### src/verilog/chroni_pkg.sv
`default_nettype none

package chroni_pkg;

   typedef logic [13:0] vram_addr_t;   // 16 KiB video memory
   typedef logic [7:0]  byte_t;
   typedef logic [3:0]  color_t;
   typedef logic [5:0]  col_t;
   typedef logic [2:0]  scan_t;
   typedef logic [3:0]  reg_addr_t;

   // text line geometry
   localparam int LINE_COLS   = 40;
   localparam int GLYPH_BYTES = 8;

   // register map
   localparam reg_addr_t REG_ADDR_LO   = 4'd0;
   localparam reg_addr_t REG_ADDR_HI   = 4'd1;
   localparam reg_addr_t REG_DATA      = 4'd2;   // write only
   localparam reg_addr_t REG_TEXT_LO   = 4'd3;
   localparam reg_addr_t REG_TEXT_HI   = 4'd4;
   localparam reg_addr_t REG_ATTR_LO   = 4'd5;
   localparam reg_addr_t REG_ATTR_HI   = 4'd6;
   localparam reg_addr_t REG_FONT_PAGE = 4'd7;
   localparam reg_addr_t REG_SCAN      = 4'd8;
   localparam reg_addr_t REG_CTRL      = 4'd9;   // bit 0: start on write, busy on read

   typedef enum logic [1:0] {
      G_IDLE,
      G_CODE,
      G_FONT,
      G_HOLD
   } glyph_state_t;

   typedef enum logic [1:0] {
      A_IDLE,
      A_READ,
      A_HOLD
   } attr_state_t;

endpackage

`default_nettype wire

### src/verilog/pixel_shifter.sv
`timescale 1ns/1ps
`default_nettype none

module pixel_shifter (
   input  logic              sys_clk,
   input  logic              rst,
   input  chroni_pkg::byte_t glyph_byte,
   input  logic              glyph_valid,
   input  chroni_pkg::byte_t attr_byte,
   input  logic              attr_valid,
   output logic              take,
   output logic              shifter_empty,
   output chroni_pkg::color_t pixel,
   output logic              pixel_valid,
   input  logic              pixel_ready
);
   import chroni_pkg::*;

   byte_t      font_sr;
   color_t     fg;
   color_t     bg;
   logic [3:0] bits_left;
   logic       shift;

   assign shifter_empty = (bits_left == 4'd0);
   assign take          = glyph_valid & attr_valid & shifter_empty;
   assign pixel_valid   = ~shifter_empty;
   assign shift         = pixel_valid & pixel_ready;
   assign pixel         = font_sr[7] ? fg : bg;   // msb first

   always_ff @(posedge sys_clk) begin
      if (rst)
         bits_left <= 4'd0;
      else if (take)
         bits_left <= 4'($bits(byte_t));
      else if (shift)
         bits_left <= bits_left - 1'b1;
   end

   // low nibble colours set bits, high nibble clear bits
   always_ff @(posedge sys_clk) begin
      if (take) begin
         font_sr <= glyph_byte;
         fg      <= attr_byte[3:0];
         bg      <= attr_byte[7:4];
      end else if (shift) begin
         font_sr <= {font_sr[6:0], 1'b0};
      end
   end

endmodule

`default_nettype wire

### config.mk
export PLATFORM = sky130hd
export DESIGN_NAME = pixel_shifter
export DESIGN_NICKNAME = d
export VERILOG_FILES = /design/src/verilog/chroni_pkg.sv /design/src/verilog/pixel_shifter.sv
export SDC_FILE = /design/constraint.sdc
export NUM_CORES = 1
export LEC_CHECK = 0
export BUFFER_PORTS_ARGS = -buffer_cell sky130_fd_sc_hd__buf_2
export CAP_MARGIN = 30
export CORE_MARGIN = 1
export CORE_UTILIZATION = 52
export CTS_CLUSTER_SIZE = 16
export DETAILED_ROUTE_END_ITERATION = 8
export GPL_ROUTABILITY_DRIVEN = 1
export GPL_TIMING_DRIVEN = 0
export PLACE_DENSITY = 0.81
export SYNTH_ARGS = -nofsm -noshare
export SYNTH_HDL_FRONTEND = slang
export SYNTH_SLANG_ARGS = --single-unit
### constraint.sdc
create_clock -name sys_clk -period 5.45 [get_ports sys_clk]
set_input_delay 0.545 -clock sys_clk [delete_from_list [all_inputs] [get_ports sys_clk]]
set_output_delay 0.545 -clock sys_clk [all_outputs]
set_load 0.1 [all_outputs]
==> flow_metrics.py <==
metrics = {
    "timing": {
        "finalHoldViolCount": 0,
        "fmax_ghz": 0.347,
        "fin_setup_tns_ns": 0,
        "slew_headroom_pct": 68.0,
        "finalCritPeriodShare_pct": 52.9,
        "period_needed_ns": 2.88,
        "rsz0062_at_grt": "no",
        "whs_ns": 0.407,
        "report.final.setup_viol": 0,
        "fin_skew_ns": 0.00169,
        "maxSlewViolCount": 0,
        "worstMarginPinSlew_ns": 0.484,
    },
    "place": {
        "place_hpwl_um": 1050,
        "gp_congestion": 0.826,
        "port_buffers": 27,
        "place_area_sq_mm": 0.00107,
        "place_inst": 99,
    },
    "worst_setup_path": {
        "required_ns": 4.91,
        "path_delay_family": "buffers and inverters",
        "crit_path_start": "bits_left[1]$_SDFFE_PP0P_",
        "timing.rr.start": "bits_left[1]$_SDFFE_PP0P_",
        "crit_fanout": 18,
        "slowest_stage": "buf_2",
        "critPathCaptureType": "output pin",
        "cp_data_arrival_time_ns": 2.34,
        "cpPeakStageDelay_ns": 0.44,
        "crit_chain": "inv_1, ha_1, or3b_1, buf_6, inv_6, nand3_4, clkinv_2, buf_12, buf_2",
        "crit_buf_inv": 6,
        "path_class": "reg2out",
        "worst_setup_path_start_kind": "register",
    },
    "yosys": {
        "synth_warnings": 0,
        "netlist_top_cells_area": "edfxtp_1 52%, mux2_4 9.8%, dfxtp_1 8.7%",
        "synth.distinct_cells": 24,
        "synthesis.nets": 78,
        "syn_area_per_cell_sq_um": 16.4,
        "ys.flop_type": "edfxtp_1",
        "ys_ff_latch": 20,
        "synth_edf_count": 16,
        "synth_top_area_share_pct": 52.2,
        "async_reset_ff_share_pct": 0,
        "syn_inst": 56,
        "yosysSeqAreaShare_pct": 61.0,
        "netlist_area_sq_um": 920,
        "synth_top_area_cell": "edfxtp_1",
    },
    "clocking": {
        "cts_made_buffers": 3,
        "cts.clk_slew.worst_paths_ns": 0.11,
        "ctsHoldBuffers": 0,
        "insertion_delay_ns": 0.30,
        "cts_setup_buffers": 0,
        "cts_tree": "yes",
        "numClockSinks": 20,
        "clockBufferDepth": 2,
        "cts_max_level": 1,
        "cts_resized": 0,
        "cts-root-buf": "clkbuf_4",
    },
    "power": {
        "p_leak_nw": 0.464,
        "irDropWorstVdd_mv": 0.538,
        "power.density_mw_per_mm2": 629,
        "p_total_w": 0.000710,
    },
    "global_routing": {
        "first_global_vias": 548,
        "grt_pass1_wl_um": 2300,
        "antenna_found_initial": 0,
        "grt_usage_pct": 17.0,
        "grt_max_degree": 19,
        "overflow": 0,
    },
    "die": {
        "core_area_sq_mm": 0.00158,
        "pin_count": 28,
        "die_w_um": 44.1,
        "initial_core_util_pct": 58.3,
        "dieArea_sq_mm": 0.00194,
        "rows": 14,
        "die_h_um": 44.1,
    },
    "finish": {
        "syn_to_final_growth_pct": 22.6,
        "multi_input_area_sq_um": 307,
        "final_common_cell": "buf_2",
        "n_antenna_cell": 0,
        "final_cell_mix": "27 x buf_2, 16 x edfxtp_1, 6 x mux2_4",
        "nFillCells": 111,
        "fin_area_sq_mm": 0.00113,
        "nNetsFinal": 110,
        "drive_gt1_share_pct": 56.3,
        "regArea_sq_um": 561,
        "final_cells": 103,
    },
    "routing": {
        "firstDrtPassIters": 6,
        "vias": 556,
        "drt-wirelength-per-cell_um": 13.6,
        "drt-initial-drc-count": 16,
        "drc": 0,
        "wl_um": 1400,
        "antenna_left": 0,
        "vias_per_cell": 5.40,
    },
    "hold_path": {
        "holdCritPathClass": "in2reg",
        "min_from": "attr_byte[1]",
    },
    "run_status": {
        "status": "complete, no violations",
    },
    "job": {
        "maxCapViolCount": 0,
    },
}
[routing by layer]
layer	global-route usage, %	vias up	routed length (um)
li1	-	273	-
met1	21.1	256	597
met2	27.1	24	678
met3	4.90	3	102
met4	9.09	0	21
met5	0	-	0
[state kept, by name, summed over array words and instances (netlist names)]
signal and count:
bg 4, bits_left 4, fg 4, font_sr 8
[cell type report]
class                      instances  share of cell area (%)
clock inverter                     1                    2.66
multi-input combinational         30                    27.2
timing repair buffer              27                    12.0
sequential                        20                    49.7
clock buffer                       3                    2.00
tap                               16                    1.78
buffer                             2                    2.77
inverter                           4                    1.89
[through the flow]
| step | setup WS [ns] | util (%) |
|---|---|---|
| detailed placement | 2.90 | 68.2 |
| CTS | 2.55 | 71.5 |
| floorplan | 3.13 | - |
| global route | 2.47 | 71.5 |
| global placement | 2.98 | 68.2 |
| finish | 2.57 | 71.5 |
[logic make-up (layout without fill, tap and decap cells)]
family	after synthesis	after routing	synth area share, %
buffers and inverters	6	37	5.71
multiplexers	12	12	17.0
adder cells (fa/ha/maj)	1	1	1.36
AO/OA/AOI/OAI	5	5	5.72
flip-flops	20	20	61.0
AND/OR/NAND/NOR	12	12	9.25
[final timing paths]
check | slack, ns | endpoint | cells past startpoint
min | 0.41 | fg[1]$_DFFE_PP_ | 1
max | 2.57 | take | 9
min reg2reg | 0.49 | bits_left[2]$_SDFFE_PP0P_ | 2
max reg2reg | 3.32 | font_sr[1]$_DFFE_PP_ | 9
[synthesized netlist by cell type, drive strengths merged, types with 2 or more instances]
cell type / number
edfxtp: 16
inv: 3
buf: 2
dfxtp: 4
mux2: 11
nand2: 4
a21oi: 2
nand3: 2
[power by group]
group / internal (W) / total (W) / leakage [nW] / switching (W)
combinational: 0.000106 / 0.000353 / 0.253 / 0.000247
clock: 0.0000744 / 0.000120 / 0.0279 / 0.0000455
sequential: 0.000220 / 0.000237 / 0.183 / 0.0000175
(Power assumes the default switching activity.)
