==> src/verilog/chroni_pkg.sv <==
`default_nettype none

package chroni_pkg;

   typedef logic [13:0] vram_addr_t;   // 16 KiB video memory
   typedef logic [7:0]  byte_t;
   typedef logic [3:0]  color_t;
   typedef logic [5:0]  col_t;
   typedef logic [2:0]  scan_t;
   typedef logic [3:0]  reg_addr_t;

   // text line geometry
   localparam int LINE_COLS   = 40;
   localparam int GLYPH_BYTES = 8;

   // register map
   localparam reg_addr_t REG_ADDR_LO   = 4'd0;
   localparam reg_addr_t REG_ADDR_HI   = 4'd1;
   localparam reg_addr_t REG_DATA      = 4'd2;   // write only
   localparam reg_addr_t REG_TEXT_LO   = 4'd3;
   localparam reg_addr_t REG_TEXT_HI   = 4'd4;
   localparam reg_addr_t REG_ATTR_LO   = 4'd5;
   localparam reg_addr_t REG_ATTR_HI   = 4'd6;
   localparam reg_addr_t REG_FONT_PAGE = 4'd7;
   localparam reg_addr_t REG_SCAN      = 4'd8;
   localparam reg_addr_t REG_CTRL      = 4'd9;   // bit 0: start on write, busy on read

   typedef enum logic [1:0] {
      G_IDLE,
      G_CODE,
      G_FONT,
      G_HOLD
   } glyph_state_t;

   typedef enum logic [1:0] {
      A_IDLE,
      A_READ,
      A_HOLD
   } attr_state_t;

endpackage

`default_nettype wire

==> src/verilog/chroni_regs.sv <==
`timescale 1ns/1ps
`default_nettype none

module chroni_regs (
   input  logic                   sys_clk,
   input  logic                   rst,
   input  logic                   wb_cyc,
   input  logic                   wb_stb,
   input  logic                   wb_we,
   input  chroni_pkg::reg_addr_t  wb_adr,
   input  chroni_pkg::byte_t      wb_dat_w,
   output chroni_pkg::byte_t      wb_dat_r,
   output logic                   wb_ack,
   output logic                   vram_we,
   output chroni_pkg::vram_addr_t vram_waddr,
   output chroni_pkg::byte_t      vram_wdata,
   output chroni_pkg::vram_addr_t text_base,
   output chroni_pkg::vram_addr_t attr_base,
   output chroni_pkg::byte_t      font_page,
   output chroni_pkg::scan_t      scan,
   output logic                   start,
   input  logic                   line_done
);
   import chroni_pkg::*;

   vram_addr_t data_addr;   // data port pointer
   logic       busy;
   logic       access;
   byte_t      rd_mux;

   assign access = wb_cyc & wb_stb & ~wb_ack;   // first cycle of a transfer

   always_comb begin
      case (wb_adr)
         REG_ADDR_LO:   rd_mux = data_addr[7:0];
         REG_ADDR_HI:   rd_mux = {2'b00, data_addr[13:8]};
         REG_TEXT_LO:   rd_mux = text_base[7:0];
         REG_TEXT_HI:   rd_mux = {2'b00, text_base[13:8]};
         REG_ATTR_LO:   rd_mux = attr_base[7:0];
         REG_ATTR_HI:   rd_mux = {2'b00, attr_base[13:8]};
         REG_FONT_PAGE: rd_mux = font_page;
         REG_SCAN:      rd_mux = {5'b00000, scan};
         REG_CTRL:      rd_mux = {7'b0000000, busy};
         default:       rd_mux = '0;
      endcase
   end

   always_ff @(posedge sys_clk) begin
      if (rst) begin
         wb_ack    <= 1'b0;
         vram_we   <= 1'b0;
         start     <= 1'b0;
         busy      <= 1'b0;
         data_addr <= '0;
         text_base <= '0;
         attr_base <= '0;
         font_page <= '0;
         scan      <= '0;
      end else begin
         wb_ack  <= access;
         vram_we <= 1'b0;
         start   <= 1'b0;
         if (start)
            busy <= 1'b1;
         else if (line_done)
            busy <= 1'b0;
         if (access && wb_we) begin
            case (wb_adr)
               REG_ADDR_LO:   data_addr[7:0]  <= wb_dat_w;
               REG_ADDR_HI:   data_addr[13:8] <= wb_dat_w[5:0];
               REG_DATA: begin
                  vram_we   <= 1'b1;
                  data_addr <= data_addr + 1'b1;   // wraps at 16 KiB
               end
               REG_TEXT_LO:   text_base[7:0]  <= wb_dat_w;
               REG_TEXT_HI:   text_base[13:8] <= wb_dat_w[5:0];
               REG_ATTR_LO:   attr_base[7:0]  <= wb_dat_w;
               REG_ATTR_HI:   attr_base[13:8] <= wb_dat_w[5:0];
               REG_FONT_PAGE: font_page       <= wb_dat_w;
               REG_SCAN:      scan            <= wb_dat_w[2:0];
               REG_CTRL:      start           <= wb_dat_w[0] & ~busy;   // ignored while busy
               default: ;
            endcase
         end
      end
   end

   always_ff @(posedge sys_clk) begin
      if (access)
         wb_dat_r <= rd_mux;
      if (access && wb_we && wb_adr == REG_DATA) begin
         vram_waddr <= data_addr;
         vram_wdata <= wb_dat_w;
      end
   end

endmodule

`default_nettype wire

==> config.mk <==
export PLATFORM = sky130hd
export DESIGN_NAME = chroni_regs
export DESIGN_NICKNAME = d
export VERILOG_FILES = /design/src/verilog/chroni_pkg.sv /design/src/verilog/chroni_regs.sv
export SDC_FILE = /design/constraint.sdc
export NUM_CORES = 1
export LEC_CHECK = 0
export BUFFER_PORTS_ARGS = -buffer_cell sky130_fd_sc_hd__buf_2
export CAP_MARGIN = 20
export CELL_PAD_IN_SITES_DETAIL_PLACEMENT = 1
export CELL_PAD_IN_SITES_GLOBAL_PLACEMENT = 2
export CORE_MARGIN = 2
export CORE_UTILIZATION = 36
export DETAILED_ROUTE_END_ITERATION = 10
export GPL_ROUTABILITY_DRIVEN = 0
export PLACE_DENSITY = 0.84
export SETUP_SLACK_MARGIN = 0.3
export SYNTH_ARGS = -nofsm -noshare
export SYNTH_HDL_FRONTEND = slang
export SYNTH_SLANG_ARGS = --single-unit
==> constraint.sdc <==
create_clock -name sys_clk -period 3.8 [get_ports sys_clk]
set_input_delay 0.38 -clock sys_clk [delete_from_list [all_inputs] [get_ports sys_clk]]
set_output_delay 0.38 -clock sys_clk [all_outputs]
set_load 0.02 [all_outputs]
==> results.sh <==
export IMPL_vias=3300
export IMPL_final_cell_mix="buf_2 (89), dfxtp_1 (57), nor2_1 (43)"
export IMPL_synth_async_sr_flop_share_pct=0
export IMPL_synth_area_um2=3930
export IMPL_path_cells="nand4b_1, or4_1, or4_1, a31oi_1"
export IMPL_drive_gt1_share_pct=24.9
export IMPL_cap_violations=0
export IMPL_cts_resized=0
export IMPL_critPathSlowestCell="or4_1"
export IMPL_clock_latency_ns=0.37
export IMPL_final_common_cell="buf_2"
export IMPL_hold_viol=0
export IMPL_cts_tree="built"
export IMPL_synth_edf_count=30
export IMPL_r2r_setup_slack_ns=1.37
export IMPL_critPathLaunchType="flip-flop"
export IMPL_synth_nets=408
export IMPL_drt_iter0_drc=143
export IMPL_status="finished clean"
export IMPL_antenna_found_initial=0
export IMPL_num_io_pins=90
export IMPL_path_max_fanout=10
export IMPL_h_tree_depth=3
export IMPL_maxSlewHeadroom_pct=28.1
export IMPL_initial_core_util_pct=36.6
export IMPL_max_freq_ghz=0.411
export IMPL_viasPerCell=5.42
export IMPL_firstDrtPassIters=4
export IMPL_synth_avg_cell_area_um2=10.1
export IMPL_synthDistinctLibCells=53
export IMPL_stdcell_area_um2=4700
export IMPL_ant_nets=0
export IMPL_ys_warn_count=0
export IMPL_grt_pass1_wl_mm=17.9
export IMPL_ys_seq_elements=87
export IMPL_dp_hpwl_mm=8.00
export IMPL_antenna_cells=0
export IMPL_cp_num_cells=4
export IMPL_synth_cells=389
export IMPL_cts_num_sinks=87
export IMPL_hold_depth=1
export IMPL_critPathMaxStageDelay_ns=0.83
export IMPL_skew_ns=0.0105
export IMPL_cp_required_ns=4.10
export IMPL_path_class="reg2reg"
export IMPL_postCtsSetupBuffers=0
export IMPL_fin_crit_sh_pct=64.0
export IMPL_drv_slew=0
export IMPL_die_area_um2=11800
export IMPL_finalCriticalPeriod_ns=2.43
export IMPL_drcViolationCount=0
export IMPL_arrival_ns=2.73
export IMPL_detail_route_wl_per_cell_um=18.5
export IMPL_ir_worst_vdd_uv=143
export IMPL_overflow=0
export IMPL_finalPower_w=0.00181
export IMPL_cts_buffers=9
export IMPL_cpMostUsedCell="or4_1"
export IMPL_root_buffer="clkbuf_8"
export IMPL_setup_violations=0
export IMPL_rsz0062_at_grt="no"
export IMPL_cellLeakagePower_nw=1.82
export IMPL_synth_flop_cell="dfxtp_1"
export IMPL_tightest_slew_ns=1.08
export IMPL_tns_ns=0
export IMPL_r2r_cells=4
export IMPL_power_density_nw_per_um2=385
export IMPL_utilization_pct=43.8
export IMPL_critPathTopFamily="simple AND/OR/NAND/NOR gates"
export IMPL_grt_max_degree=59
export IMPL_regArea_um2=2040
export IMPL_cp_end_kind="flip-flop"
export IMPL_area_delta_synth_final_pct=19.5
export IMPL_io_buffers=89
export IMPL_routed_wl_mm=11.3
export IMPL_clk_pin_slew_ns=0.09
export IMPL_multi_input_area_um2=1740
export IMPL_core_area_um2=10700
export IMPL_cp_num_buf_inv=0
export IMPL_track_usage_pct=20.2
export IMPL_row_count=38
export IMPL_yosysSeqAreaShare_pct=51.9
export IMPL_die_w_um=109
export IMPL_clockBufferDepth=2
export IMPL_n_fill_cell=1283
export IMPL_placed_area_um2=4460
export IMPL_first_global_vias=3234
export IMPL_fp_dieH_um=109
export IMPL_cts_hold_buf=0
export IMPL_worstHoldPathType="in2reg"
export IMPL_fin_nets=483
[worst reg2reg max path, cell delays in order (launching register included)]
cell	delay, ns
dfxtp_1	0.33
nand4b_1	0.49
or4_1	0.84
or4_1	0.54
a31oi_1	0.17
[state kept, by name (all words and copies together) (netlist names)]
register / cells
busy: 1
font_page: 8
vram_we: 1
start: 1
vram_wdata: 8
attr_base: 14
text_base: 14
wb_dat_r: 8
wb_ack: 1
scan: 3
vram_waddr: 14
data_addr: 14
[where the power goes]
part           internal [W]  leakage (nW)  switching (W)
Clock              0.000386         0.114       0.000346
Sequential         0.000965         0.734     0.00000615
Combinational     0.0000322         0.969      0.0000767
Total               0.00138          1.82       0.000428
[metrics by stage]
stage                     std cells  setup WS (ns)  hold slack [ns]
after floorplan                 389           1.05            0.406
after global placement          592           1.24            0.442
after detailed placement        592           1.18            0.463
after CTS                       608           1.35            0.273
after global routing            609           1.26            0.267
final                           609           1.37            0.281
[layer usage]
metal	GRT usage (%)	share of wire [%]	wire length [um]
met1	28.2	47	5270
met2	30.8	47	5290
met3	4.40	4.7	530
met4	7.05	1.6	175
met5	0	0	0
[logic make-up (layout without fill, tap and decap cells)]
logic type	count (synthesis)	in the layout	synth area share [%]
flops	87	87	51.9
xor+xnor	1	1	0.223
buf+inv	35	115	3.82
compound gates	79	79	12.9
mux	44	44	11.6
simple gates	142	142	19.3
fa+ha+maj	1	1	0.318
[synthesized netlist by cell type (4+ instances only)]
cell	n	share of area [%]
a21oi_1	27	3.4
a22oi_1	7	1.3
a31oi_1	9	1.4
buf_2	6	0.76
and2_1	8	1.3
nor3_1	7	0.89
or4_1	9	1.7
and3_1	5	0.80
dfxtp_1	57	29
nor4_1	4	0.64
edfxtp_1	30	23
inv_1	5	0.48
o21ai_0	13	1.7
nand2_1	28	2.7
nand2b_1	4	0.64
o22a_1	5	1.1
clkbuf_1	20	1.9
mux2i_1	41	10
nand3_1	9	1.1
nor2_1	44	4.2
nand4_1	4	0.64
[worst paths after layout]
kind	startpoint	endpoint
hold reg to reg	wb_ack$_SDFF_PP0_	wb_ack$_SDFF_PP0_
hold / removal	wb_dat_w[6]	vram_wdata[6]$_DFFE_PP_
setup reg to reg	wb_ack$_SDFF_PP0_	data_addr[9]$_SDFFE_PP0P_
setup / recovery	wb_ack$_SDFF_PP0_	data_addr[9]$_SDFFE_PP0P_
[final cells by class]
class	instances	share of cell area, %
inverter	5	0.399
multi-input combinational	267	37.1
clock inverter	3	0.958
sequential	87	43.4
timing repair buffer	94	10.5
clock buffer	13	3.86
tap	140	3.73
Power figures use the tool's default switching activity.
