`config.mk`:
```
export PLATFORM = sky130hd
export DESIGN_NAME = glyph_fetch
export DESIGN_NICKNAME = d
export VERILOG_FILES = /design/src/verilog/chroni_pkg.sv /design/src/verilog/glyph_fetch.sv
export SDC_FILE = /design/constraint.sdc
export NUM_CORES = 1
export LEC_CHECK = 0
export ABC_CLOCK_PERIOD_IN_PS = 4700
export BUFFER_PORTS_ARGS = -buffer_cell sky130_fd_sc_hd__buf_2
export CAP_MARGIN = 0
export CORE_MARGIN = 8
export CORE_UTILIZATION = 53
export DETAILED_ROUTE_END_ITERATION = 6
export GPL_TIMING_DRIVEN = 0
export HOLD_SLACK_MARGIN = 0.06
export PLACE_DENSITY = 0.86
export SYNTH_ARGS = -nofsm -noshare
export SYNTH_HDL_FRONTEND = slang
export SYNTH_SLANG_ARGS = --single-unit
```
`constraint.sdc`:
```
create_clock -name sys_clk -period 4.7 [get_ports sys_clk]
set_clock_uncertainty 0.15 [all_clocks]
set_input_delay 0.235 -clock sys_clk [delete_from_list [all_inputs] [get_ports sys_clk]]
set_output_delay 0.235 -clock sys_clk [all_outputs]
set_load 0.02 [all_outputs]
```
`src/verilog/chroni_pkg.sv`:
```
`default_nettype none

package chroni_pkg;

   typedef logic [13:0] vram_addr_t;   // 16 KiB video memory
   typedef logic [7:0]  byte_t;
   typedef logic [3:0]  color_t;
   typedef logic [5:0]  col_t;
   typedef logic [2:0]  scan_t;
   typedef logic [3:0]  reg_addr_t;

   // text line geometry
   localparam int LINE_COLS   = 40;
   localparam int GLYPH_BYTES = 8;

   // register map
   localparam reg_addr_t REG_ADDR_LO   = 4'd0;
   localparam reg_addr_t REG_ADDR_HI   = 4'd1;
   localparam reg_addr_t REG_DATA      = 4'd2;   // write only
   localparam reg_addr_t REG_TEXT_LO   = 4'd3;
   localparam reg_addr_t REG_TEXT_HI   = 4'd4;
   localparam reg_addr_t REG_ATTR_LO   = 4'd5;
   localparam reg_addr_t REG_ATTR_HI   = 4'd6;
   localparam reg_addr_t REG_FONT_PAGE = 4'd7;
   localparam reg_addr_t REG_SCAN      = 4'd8;
   localparam reg_addr_t REG_CTRL      = 4'd9;   // bit 0: start on write, busy on read

   typedef enum logic [1:0] {
      G_IDLE,
      G_CODE,
      G_FONT,
      G_HOLD
   } glyph_state_t;

   typedef enum logic [1:0] {
      A_IDLE,
      A_READ,
      A_HOLD
   } attr_state_t;

endpackage

`default_nettype wire

```
`src/verilog/glyph_fetch.sv`:
```
`timescale 1ns/1ps
`default_nettype none

module glyph_fetch (
   input  logic                   sys_clk,
   input  logic                   rst,
   input  logic                   start,
   input  chroni_pkg::vram_addr_t text_base,
   input  chroni_pkg::byte_t      font_page,
   input  chroni_pkg::scan_t      scan,
   output chroni_pkg::vram_addr_t rd0_addr,
   input  chroni_pkg::byte_t      rd0_data,
   output chroni_pkg::byte_t      glyph_byte,
   output logic                   glyph_valid,
   input  logic                   take,
   input  logic                   shifter_empty,
   output logic                   line_done
);
   import chroni_pkg::*;

   glyph_state_t state;
   col_t         col;
   byte_t        code_q;     // char code kept for the hold re-read
   byte_t        code;
   vram_addr_t   font_base;
   vram_addr_t   text_addr;
   vram_addr_t   font_addr;
   logic         draining;   // last column taken, shifter still busy

   assign font_base = vram_addr_t'({font_page, 8'h00});   // modulo memory size
   assign code      = (state == G_FONT) ? rd0_data : code_q;
   assign text_addr = text_base + vram_addr_t'(col);
   assign font_addr = font_base + vram_addr_t'(code) * vram_addr_t'(GLYPH_BYTES)
                      + vram_addr_t'(scan);

   // font address stays put during hold so the read port keeps the byte
   assign rd0_addr    = (state == G_FONT || state == G_HOLD) ? font_addr : text_addr;
   assign glyph_byte  = rd0_data;
   assign glyph_valid = (state == G_HOLD);
   assign line_done   = draining & shifter_empty;

   always_ff @(posedge sys_clk) begin
      if (rst) begin
         state    <= G_IDLE;
         col      <= '0;
         draining <= 1'b0;
      end else begin
         if (line_done)
            draining <= 1'b0;
         case (state)
            G_IDLE: if (start) begin
               col   <= '0;
               state <= G_CODE;
            end
            G_CODE: state <= G_FONT;
            G_FONT: state <= G_HOLD;
            G_HOLD: if (take) begin
               if (col == col_t'(LINE_COLS - 1)) begin
                  state    <= G_IDLE;
                  draining <= 1'b1;
               end else begin
                  col   <= col + 1'b1;
                  state <= G_CODE;
               end
            end
            default: state <= G_IDLE;
         endcase
      end
   end

   always_ff @(posedge sys_clk) begin
      if (state == G_FONT)
         code_q <= rd0_data;
   end

endmodule

`default_nettype wire

```
==> results of run 1 <==
-- cell families (layout without fill, tap and decap cells) --
family | Yosys count | count (layout) | synth area share [%]
AOI/OAI and AO/OA | 53 | 53 | 23.9
xor gates and xnor gates | 5 | 5 | 2.78
adders and majority gates | 16 | 16 | 13.7
muxes | 11 | 11 | 7.63
DFF | 17 | 17 | 21.6
and+or+nand+nor | 64 | 64 | 22.0
buffers and inverters | 25 | 94 | 8.35
-- per-stage QoR --
stage	util, %	cell area [um2]
after floorplan	-	1570
after detailed placement	68.6	1910
after CTS	71.3	1980
after global routing	71.7	1990
after global placement	68.6	1910
final	71.7	1990
-- synthesized netlist by cell type, types with 3 or more instances --
library cell  instances
and3_1                3
xnor2_1               4
ha_1                 14
a21oi_1              12
nor3_1                6
buf_2                 3
a21o_1                3
or3_1                 3
a31oi_1               3
nor2_1               10
inv_1                11
a211oi_1              7
nand2_1              15
or4_1                 3
dfxtp_1              17
mux2_2                8
nand2b_1              3
nand3_1               4
buf_4                 9
and4_1                5
mux2i_1               3
o21ai_0               7
-- worst max-delay path, stage by stage (launching register included) --
cell	delay, ns
dfxtp_1	0.32
inv_1	0.13
ha_1	0.16
buf_2	0.22
mux2_2	0.37
ha_1	0.24
fa_1	0.41
a21oi_1	0.20
o21ai_0	0.08
and3_1	0.15
a31oi_1	0.13
buf_2	0.18
-- power by group --
part           leakage, nW  switching [mW]  internal (mW)
combinational        0.782           0.269          0.195
clock               0.0150          0.0454         0.0330
sequential           0.140          0.0136          0.188
-- path summary, 6_finish.rpt --
path	cells after the start	startpoint	slack, ns	end
setup / recovery	11	state[0]	1.42	rd0_addr[12]
hold / removal	2	rd0_data[2]	0.08	code_q[2]
setup reg to reg	6	state[1]	2.78	col[3]
hold reg to reg	1	code_q[4]	0.33	code_q[4]
-- cell type report --
class,count,share of cell area [%]
plain buffers,14,4.52
clock buffers,4,1.32
inverters,11,2.07
multi-input cells,149,55.3
flip-flops and latches,17,17.1
well taps,31,1.94
repair buffers,65,17.8
-- routing by layer --
layer,up-vias,part of all wire [%]
li1,839,-
met1,738,42
met2,59,49
met3,6,7.7
met4,0,1.2
met5,-,0
-- repair_timing --
action	in CTS	in global routing
hold buffers	5	1
setup buffers	0	0
endpoints found under the hold margin	8	1
-- flip-flops by register name, summed over array words and instances, names as in the netlist --
register and cells:
col 6, state 2, draining 1, code_q 8
==> results.yml, run 1 <==
run_status:
  outcome: "finished, final reports clean"
yosys:
  async_reset_ff_share_pct: 0
  synth_top_area_cell: "dfxtp_1"
  synth_edf_count: 0
  synthDistinctLibCells: 50
  synth_seq_area_share_pct: 21.6
  synthCells: 191
  synth_top_area_share_pct: 21.6
  synthesis.nets: 245
  yosys_register_bits: 17
  syn_area_um2: 1570
  yosys-top-cells-area: "dfxtp_1, ha_1, mux2_2"
  ys.warnings.count: 0
  synth_top_flop_cell: "dfxtp_1"
  synth.avg_cell_area_um2: 8.24
floorplan:
  pin_count: 62
  die_y_um: 70.5
  rows: 19
  start_util_pct: 56.6
  die_area_um2: 4970
  die_x_um: 70.5
  core-area_um2: 2780
routing:
  drc: 0
  post_drt_wl_per_cell_um: 14.3
  drtPass1Iterations: 5
  wl_um: 4150
  drtIter0Drc: 62
  vias: 1642
  antenna_left: 0
  vias_per_cell: 5.64
clocking:
  cts.sinks: 17
  cts_made_buffers: 3
  clock_latency_ns: 0.29
  cts_tree: "built"
  clkTransAtPathRegs_ns: 0.09
  post_cts_resized: 0
  cts-root-buf: "clkbuf_4"
  clockBufferDepth: 2
  htreeDepth: 1
placement:
  io_buffers: 59
  hpwlAfterDp_um: 3330
  placedCellCount: 281
  pre_cts_slack_ns: 1.76
  globalplace.congestion: 0.836
finish:
  seq_area_um2: 340
  nets: 315
  area_delta_synth_final_pct: 26.7
  final.fill_count: 231
  drive_above_1_share_pct: 33.5
  layout_commonest_cell: "buf_2"
  layout_common_cells: "buf_2, dfxtp_1, nand2_1"
  multi_input_area_um2: 1100
  finalNonFillerCells: 291
  num_antenna_cells: 0
sta:
  slew_violations: 0
  rsz0062_at_grt: "no"
  final.setup.worst_slack_ns: 1.42
  worst_pin_slew_ns: 0.618
  finalSetupViolCount: 0
  slew_headroom_pct: 58.8
  hold_ws_ns: 0.0801
  fin_crit_ns: 3.28
  fin_tns_setup_ns: 0
  post-route-period-util_pct: 69.9
  final-hold-violation-count: 0
  clock.fmax_mhz: 305
flow_run:
  cap_violations: 0
pwr:
  power.total_uw: 743
  p_per_area_nw_per_um2: 373
  cellLeakagePower_nw: 0.937
  ir_worst_vdd_v: 0.000283
global_route:
  met3_usage_pct: 5.51
  antenna_found_initial: 0
  grt.total_usage_pct: 16.1
  busiest_layer: "met2"
  grt.overflow.total: 0
  use_met2_pct: 28.6
  use_met1_pct: 17.3
  grt_max_degree: 11
  grt_pass1_vias: 1601
  grt_pass1_wl_um: 6880
critical_path:
  cp.required_ns: 4.32
  worst-path-max-fanout: 10
  worstSetupPathType: "flop to primary output"
  worstSetupStartpointType: "flop"
  end_kind: "primary output"
  worst_ep_arrival_time_ns: 2.90
hold_path:
  hold_path.class: "input pin to flop"
(Power assumes the default switching activity.)
==> run 2, diff against run 1 <==
--- a/config.mk
+++ b/config.mk
@@ -5,15 +5,15 @@
 export SDC_FILE = /design/constraint.sdc
 export NUM_CORES = 1
 export LEC_CHECK = 0
-export ABC_CLOCK_PERIOD_IN_PS = 4700
+export ABC_CLOCK_PERIOD_IN_PS = 3000
 export BUFFER_PORTS_ARGS = -buffer_cell sky130_fd_sc_hd__buf_2
 export CAP_MARGIN = 0
 export CORE_MARGIN = 8
-export CORE_UTILIZATION = 53
+export CORE_UTILIZATION = 44
 export DETAILED_ROUTE_END_ITERATION = 6
 export GPL_TIMING_DRIVEN = 0
 export HOLD_SLACK_MARGIN = 0.06
-export PLACE_DENSITY = 0.86
+export PLACE_DENSITY = 0.76
 export SYNTH_ARGS = -nofsm -noshare
 export SYNTH_HDL_FRONTEND = slang
 export SYNTH_SLANG_ARGS = --single-unit
==> constraint.sdc (replaced) <==
create_clock -name sys_clk -period 3 [get_ports sys_clk]
set_clock_uncertainty 0.15 [all_clocks]
set_input_delay 0.15 -clock sys_clk [delete_from_list [all_inputs] [get_ports sys_clk]]
set_output_delay 0.15 -clock sys_clk [all_outputs]
set_load 0.02 [all_outputs]
==> run 2 against run 1 <==
Against the previous run: sequential cell count unchanged; global-route usage down 0.60 points; die area up 16%; worst hold slack worse by 0.0099 ns; non-clock buffer count up 8; cell area up 6.5%; clock power up 58%; worst setup slack worse by 1.3 ns; largest cell class unchanged; largest power group unchanged; highest routed layer unchanged.
==> results.yml, run 2 (synthesized netlist as in run 1, its figures left out) <==
routing:
  vias: 1705
  post_drt_wl_per_cell_um: 13.8
  vias_per_cell: 5.43
  wl_um: 4340
  drtPass1Iterations: 4
  drtIter0Drc: 79
  drc: 0
  antenna_left: 0
critical_path:
  critPathTopFamily: "adder cells"
  r2r-start: "state[0]"
  cp.required_ns: 2.70
  cp_num_buf_inv: 3
  crit_start: "state[0]"
  cp.depth: 10
  worstSetupStartpointType: "flop"
  cp_cell_sequence: "inv_2 > ha_2 > buf_6 > mux2_2 > ha_2 > a21oi_2 > or3_1 > and3_1 > a31oi_1 > buf_4"
  worstSetupPathType: "flop to primary output"
  max_stage_delay_ns: 0.38
  worst_ep_arrival_time_ns: 2.58
  r2r-end: "col[5]"
  cp_common_cell: "ha_2"
  worst-path-max-fanout: 5
  cp-endpoint: "rd0_addr[12]"
  end_kind: "primary output"
  rrSetupSlack_ns: 1.08
  critical_path.slowest_cell: "ha_2"
  r2r.worst_path.cells: 8
sta:
  hold_ws_ns: 0.0702
  final-hold-violation-count: 0
  finalSetupViolCount: 0
  post-route-period-util_pct: 96.1
  worst_pin_slew_ns: 0.619
  slew_violations: 0
  final.setup.worst_slack_ns: 0.117
  slew_headroom_pct: 58.7
  fin_crit_ns: 2.88
  clock.fmax_mhz: 347
clocking:
  cts_made_buffers: 3
  htreeDepth: 1
  clockBufferDepth: 2
  cts.sinks: 17
  clock_latency_ns: 0.29
  cts_tree: "built"
  clkTransAtPathRegs_ns: 0.10
  cts-root-buf: "clkbuf_4"
pwr:
  seqPwrFrac_pct: 25.7
  p_per_area_nw_per_um2: 583
  combPwrFrac_pct: 64.3
  power.total_mw: 1.24
  netSwitchingFraction_pct: 43.6
  ir_worst_vdd_v: 0.000317
  power_frac_clock_pct: 10.0
  cellLeakagePower_nw: 0.974
  internal_power_uw: 699
  p_switching_uw: 540
floorplan:
  die_y_um: 75.8
  core-area_um2: 3390
  rows: 21
  pin_count: 62
  start_util_pct: 46.4
  die_x_um: 75.8
  die_area_um2: 5750
global_route:
  antenna_found_initial: 0
  grt_pass1_wl_um: 7090
  grt.overflow.total: 0
  grt_pass1_vias: 1683
  grt.total_usage_pct: 15.5
  grt_max_degree: 11
finish:
  layout_commonest_cell: "buf_2"
  nets: 323
  drive_above_1_share_pct: 36.6
  design_area_um2: 2120
  top_register: "code_q"
  seq_area_um2: 343
  layout_common_cells: "buf_2, nand2_1, dfxtp_1"
  area_delta_synth_final_pct: 35.0
  num_antenna_cells: 0
  final.fill_count: 293
  largest_reg_flops: 8
  multi_input_area_um2: 1130
  reg_top3: "code_q: 8 flops, col: 6 flops, state: 2 flops"
placement:
  io_buffers: 59
  hpwlAfterDp_um: 3360
  dpl_cell_area_um2: 1930
  pre_cts_slack_ns: 0.106
  globalplace.congestion: 0.842
run_status:
  outcome: "finished, final reports clean"
hold_path:
  hold_path.class: "input pin to flop"
flow_run:
  cap_violations: 0
## run 2: cell count changes in the layout (fill, tap and decap cells not counted), moves of 2 or more
cell,delta
dlygate4sd3_1,+5
ha_1,-3
ha_2,+2
buf_2,-2
dfxtp_2,+2
buf_4,+4
dfxtp_1,-2
## run 2: cell type report
| cell class | count | share of cell area (%) |
|---|---|---|
| Multi-Input combinational cell | 149 | 53.2 |
| Sequential cell | 17 | 16.1 |
| Buffer | 14 | 4.53 |
| Tap cell | 46 | 2.71 |
| Inverter | 11 | 1.94 |
| Clock buffer | 4 | 1.24 |
| Timing Repair Buffer | 73 | 20.3 |
## run 2: how the worst min path moves through the flow
| stage | cells after the start | from | endpoint |
|---|---|---|---|
| after floorplan | 1 | rst | col[0] |
| final | 4 | take | draining |
| after global placement | 2 | rd0_data[5] | code_q[5] |
| after detailed placement | 2 | rd0_data[1] | code_q[1] |
| after global routing | 4 | take | draining |
| after CTS | 4 | take | draining |
## run 2: stage by stage
| stage | setup TNS [ns] | instances | utilization (%) |
|---|---|---|---|
| 2_1_floorplan | 0 | 191 | - |
| 3_3_place_gp | 0 | 296 | 56.8 |
| 3_5_place_dp | 0 | 296 | 56.8 |
| 4_1_cts | 0 | 311 | 61.3 |
| 5_1_grt | -0.0337 | 314 | 62.7 |
| 6_report | 0 | 314 | 62.7 |
## run 2: power by group through the flow
stage | logic [mW] | clock network [mW] | registers (mW)
after CTS | 0.752 | 0.124 | 0.318
after detailed placement | 0.725 | 0 | 0.322
final | 0.796 | 0.124 | 0.319
after floorplan | 0.532 | 0 | 0.314
after global placement | 0.714 | 0 | 0.318
after global routing | 0.880 | 0.132 | 0.327
## run 2: repair_timing
| item | in CTS | in global routing |
|---|---|---|
| setup endpoints to repair | 4 | 3 |
| endpoints found under the hold margin | 15 | 0 |
| gates resized for setup | 7 | 7 |
| buffers inserted | 0 | 3 |
| hold buffers | 11 | 0 |
| pin swaps | 0 | 2 |
## run 2: worst reg2reg max path, cell delays in order, from the launching register on
cell,delay [ns]
dfxtp_2,0.35
inv_2,0.05
buf_4,0.13
ha_1,0.23
inv_1,0.06
o22ai_1,0.09
buf_2,0.20
nor4_1,0.38
mux2i_1,0.22
## run 2: routing by layer
| layer | routed length (um) | global-route usage (%) | vias up |
|---|---|---|---|
| met5 | 0 | 0 | - |
| met4 | 91 | 7.04 | 0 |
| met3 | 293 | 1.71 | 8 |
| met2 | 2000 | 25.5 | 70 |
| met1 | 1960 | 19.6 | 765 |
| li1 | - | - | 862 |
==> run 3, diff against run 2 <==
--- a/config.mk
+++ b/config.mk
@@ -10,10 +10,11 @@
 export CAP_MARGIN = 0
 export CORE_MARGIN = 8
 export CORE_UTILIZATION = 44
+export CTS_CLUSTER_SIZE = 10
 export DETAILED_ROUTE_END_ITERATION = 6
 export GPL_TIMING_DRIVEN = 0
 export HOLD_SLACK_MARGIN = 0.06
-export PLACE_DENSITY = 0.76
+export PLACE_DENSITY_LB_ADDON = 0.25
 export SYNTH_ARGS = -nofsm -noshare
 export SYNTH_HDL_FRONTEND = slang
 export SYNTH_SLANG_ARGS = --single-unit
==> run 3 against run 2 <==
Against the previous run: core utilization grew 0.11 points; sequential share of layout area is essentially flat; non-clock buffer count is the same; highest routed layer unchanged; first-iteration DRC count shrank 48%; clock power is essentially flat; maximum frequency shrank 1.1%; cell count is the same; routed wire length shrank 0.55%.
==> results.yml, run 3 (synthesized netlist as in run 1, its figures left out) <==
finish:
  layout_common_cells: "buf_2, nand2_1, dfxtp_1"
  final.fill_count: 311
  area_delta_synth_final_pct: 35.2
  largest_reg_flops: 8
  top_register: "code_q"
  reg_top3: "code_q: 8 flops, col: 6 flops, state: 2 flops"
  post-route-util_pct: 62.8
  num_antenna_cells: 0
  nets: 323
  layout_commonest_cell: "buf_2"
  drive_above_1_share_pct: 36.6
critical_path:
  end_kind: "primary output"
  worstSetupStartpointType: "flop"
  worst-path-max-fanout: 8
  critical_path.slowest_cell: "fa_2"
  worst_ep_arrival_time_ns: 2.62
  cp_cell_sequence: "inv_2 > ha_1 > buf_6 > mux2_4 > ha_4 > fa_2 > a21oi_2 > o21ai_0 > and3_1 > a31oi_1 > buf_4"
  worstSetupPathType: "flop to primary output"
  max_stage_delay_ns: 0.41
  cp.required_ns: 2.70
routing:
  antenna_left: 0
  vias: 1646
  vias_per_cell: 5.24
  drtIter0Drc: 41
  drc: 0
  post_drt_wl_per_cell_um: 13.8
  drtPass1Iterations: 4
  wl_um: 4320
pwr:
  power.total_mw: 1.25
  ir_worst_vdd_v: 0.000214
  cellLeakagePower_nw: 0.979
  p_per_area_nw_per_um2: 585
floorplan:
  die_area_um2: 5750
  rows: 21
  start_util_pct: 46.4
  core-area_um2: 3390
  die_y_um: 75.8
  pin_count: 62
  die_x_um: 75.8
global_route:
  grt_max_degree: 11
  antenna_found_initial: 0
  grt_pass1_vias: 1603
  grt.overflow.total: 0
  grt.total_usage_pct: 15.0
  grt_pass1_wl_um: 6880
sta:
  rsz0062_at_grt: "yes"
  worst_pin_slew_ns: 0.587
  post-route-period-util_pct: 97.2
  clock.fmax_mhz: 343
  final-hold-violation-count: 0
  slew_headroom_pct: 60.8
  slew_violations: 0
  finalSetupViolCount: 0
  fin_crit_ns: 2.92
placement:
  globalplace.congestion: 0.815
  io_buffers: 59
  hpwlAfterDp_um: 3330
clocking:
  cts_tree: "built"
  cts-root-buf: "clkbuf_4"
  clkTransAtPathRegs_ns: 0.10
  clock_latency_ns: 0.29
  htreeDepth: 1
  clockBufferDepth: 2
  cts_made_buffers: 3
  cts.sinks: 17
flow_run:
  cap_violations: 0
run_status:
  outcome: "finished, final reports clean"
hold_path:
  hold_path.class: "flop to flop"
## run 3: timing repair
item / in CTS / in global routing
endpoints found under the setup margin: 3 / 5
hold buffers: 12 / 0
pin swaps: 0 / 2
resized for setup: 7 / 6
buffers inserted: 0 / 2
endpoints found under the hold margin: 15 / 0
## run 3: stage by stage
stage / TNS [ns] / hold WS, ns / cell area [um2] / instances / worst slack, ns
finish: 0 / 0.338 / 2130 / 314 / 0.0844
CTS: 0 / 0.339 / 2090 / 312 / 0.0146
global route: -0.0568 / 0.353 / 2130 / 314 / -0.0337
global placement: 0 / 0.266 / 1930 / 296 / 0.149
floorplan: 0 / 0.0691 / 1570 / 191 / 0.260
detailed placement: 0 / 0.271 / 1930 / 296 / 0.135
## run 3: where the power goes
part	switching (mW)	internal, mW	leakage [nW]
registers	0.0231	0.296	0.141
logic	0.450	0.351	0.820
clock network	0.0761	0.0497	0.0177
## run 3: cell type report
cell class	instances	area, um2	share of cell area (%)
clock inverters	1	5.00	0.235
repair buffers	73	433	20.3
plain buffers	14	96.3	4.53
inverters	11	41.3	1.94
multi-input cells	149	1130	53.1
well taps	46	57.6	2.70
clock buffers	3	22.5	1.06
flip-flops and latches	17	343	16.1
## run 3: per-layer routing
| metal | vias up | share of wire (%) | wire (um) | GRT usage, % |
|---|---|---|---|---|
| met3 | 4 | 7.3 | 316 | 3.16 |
| met1 | 740 | 48 | 2060 | 19.5 |
| met4 | 0 | 0.74 | 32 | 2.99 |
| li1 | 855 | - | - | - |
| met2 | 47 | 44 | 1920 | 24.7 |
| met5 | - | 0 | 0 | 0 |
## run 3: final timing paths
path	start	cells past startpoint	slack (ns)	to
setup / recovery	state[0]	11	0.08	rd0_addr[12]
hold / removal	code_q[4]	1	0.34	code_q[4]
setup reg to reg	state[1]	6	1.08	col[3]
hold reg to reg	code_q[4]	1	0.34	code_q[4]
## run 3: worst max-delay path, delay by kind of cell (launching register included)
family          cells  cell delay (ns)
buf+inv             3             0.37
compound gates      3             0.36
fa+ha+maj           3             0.79
simple gates        1             0.14
mux                 1             0.32
flops               1             0.35
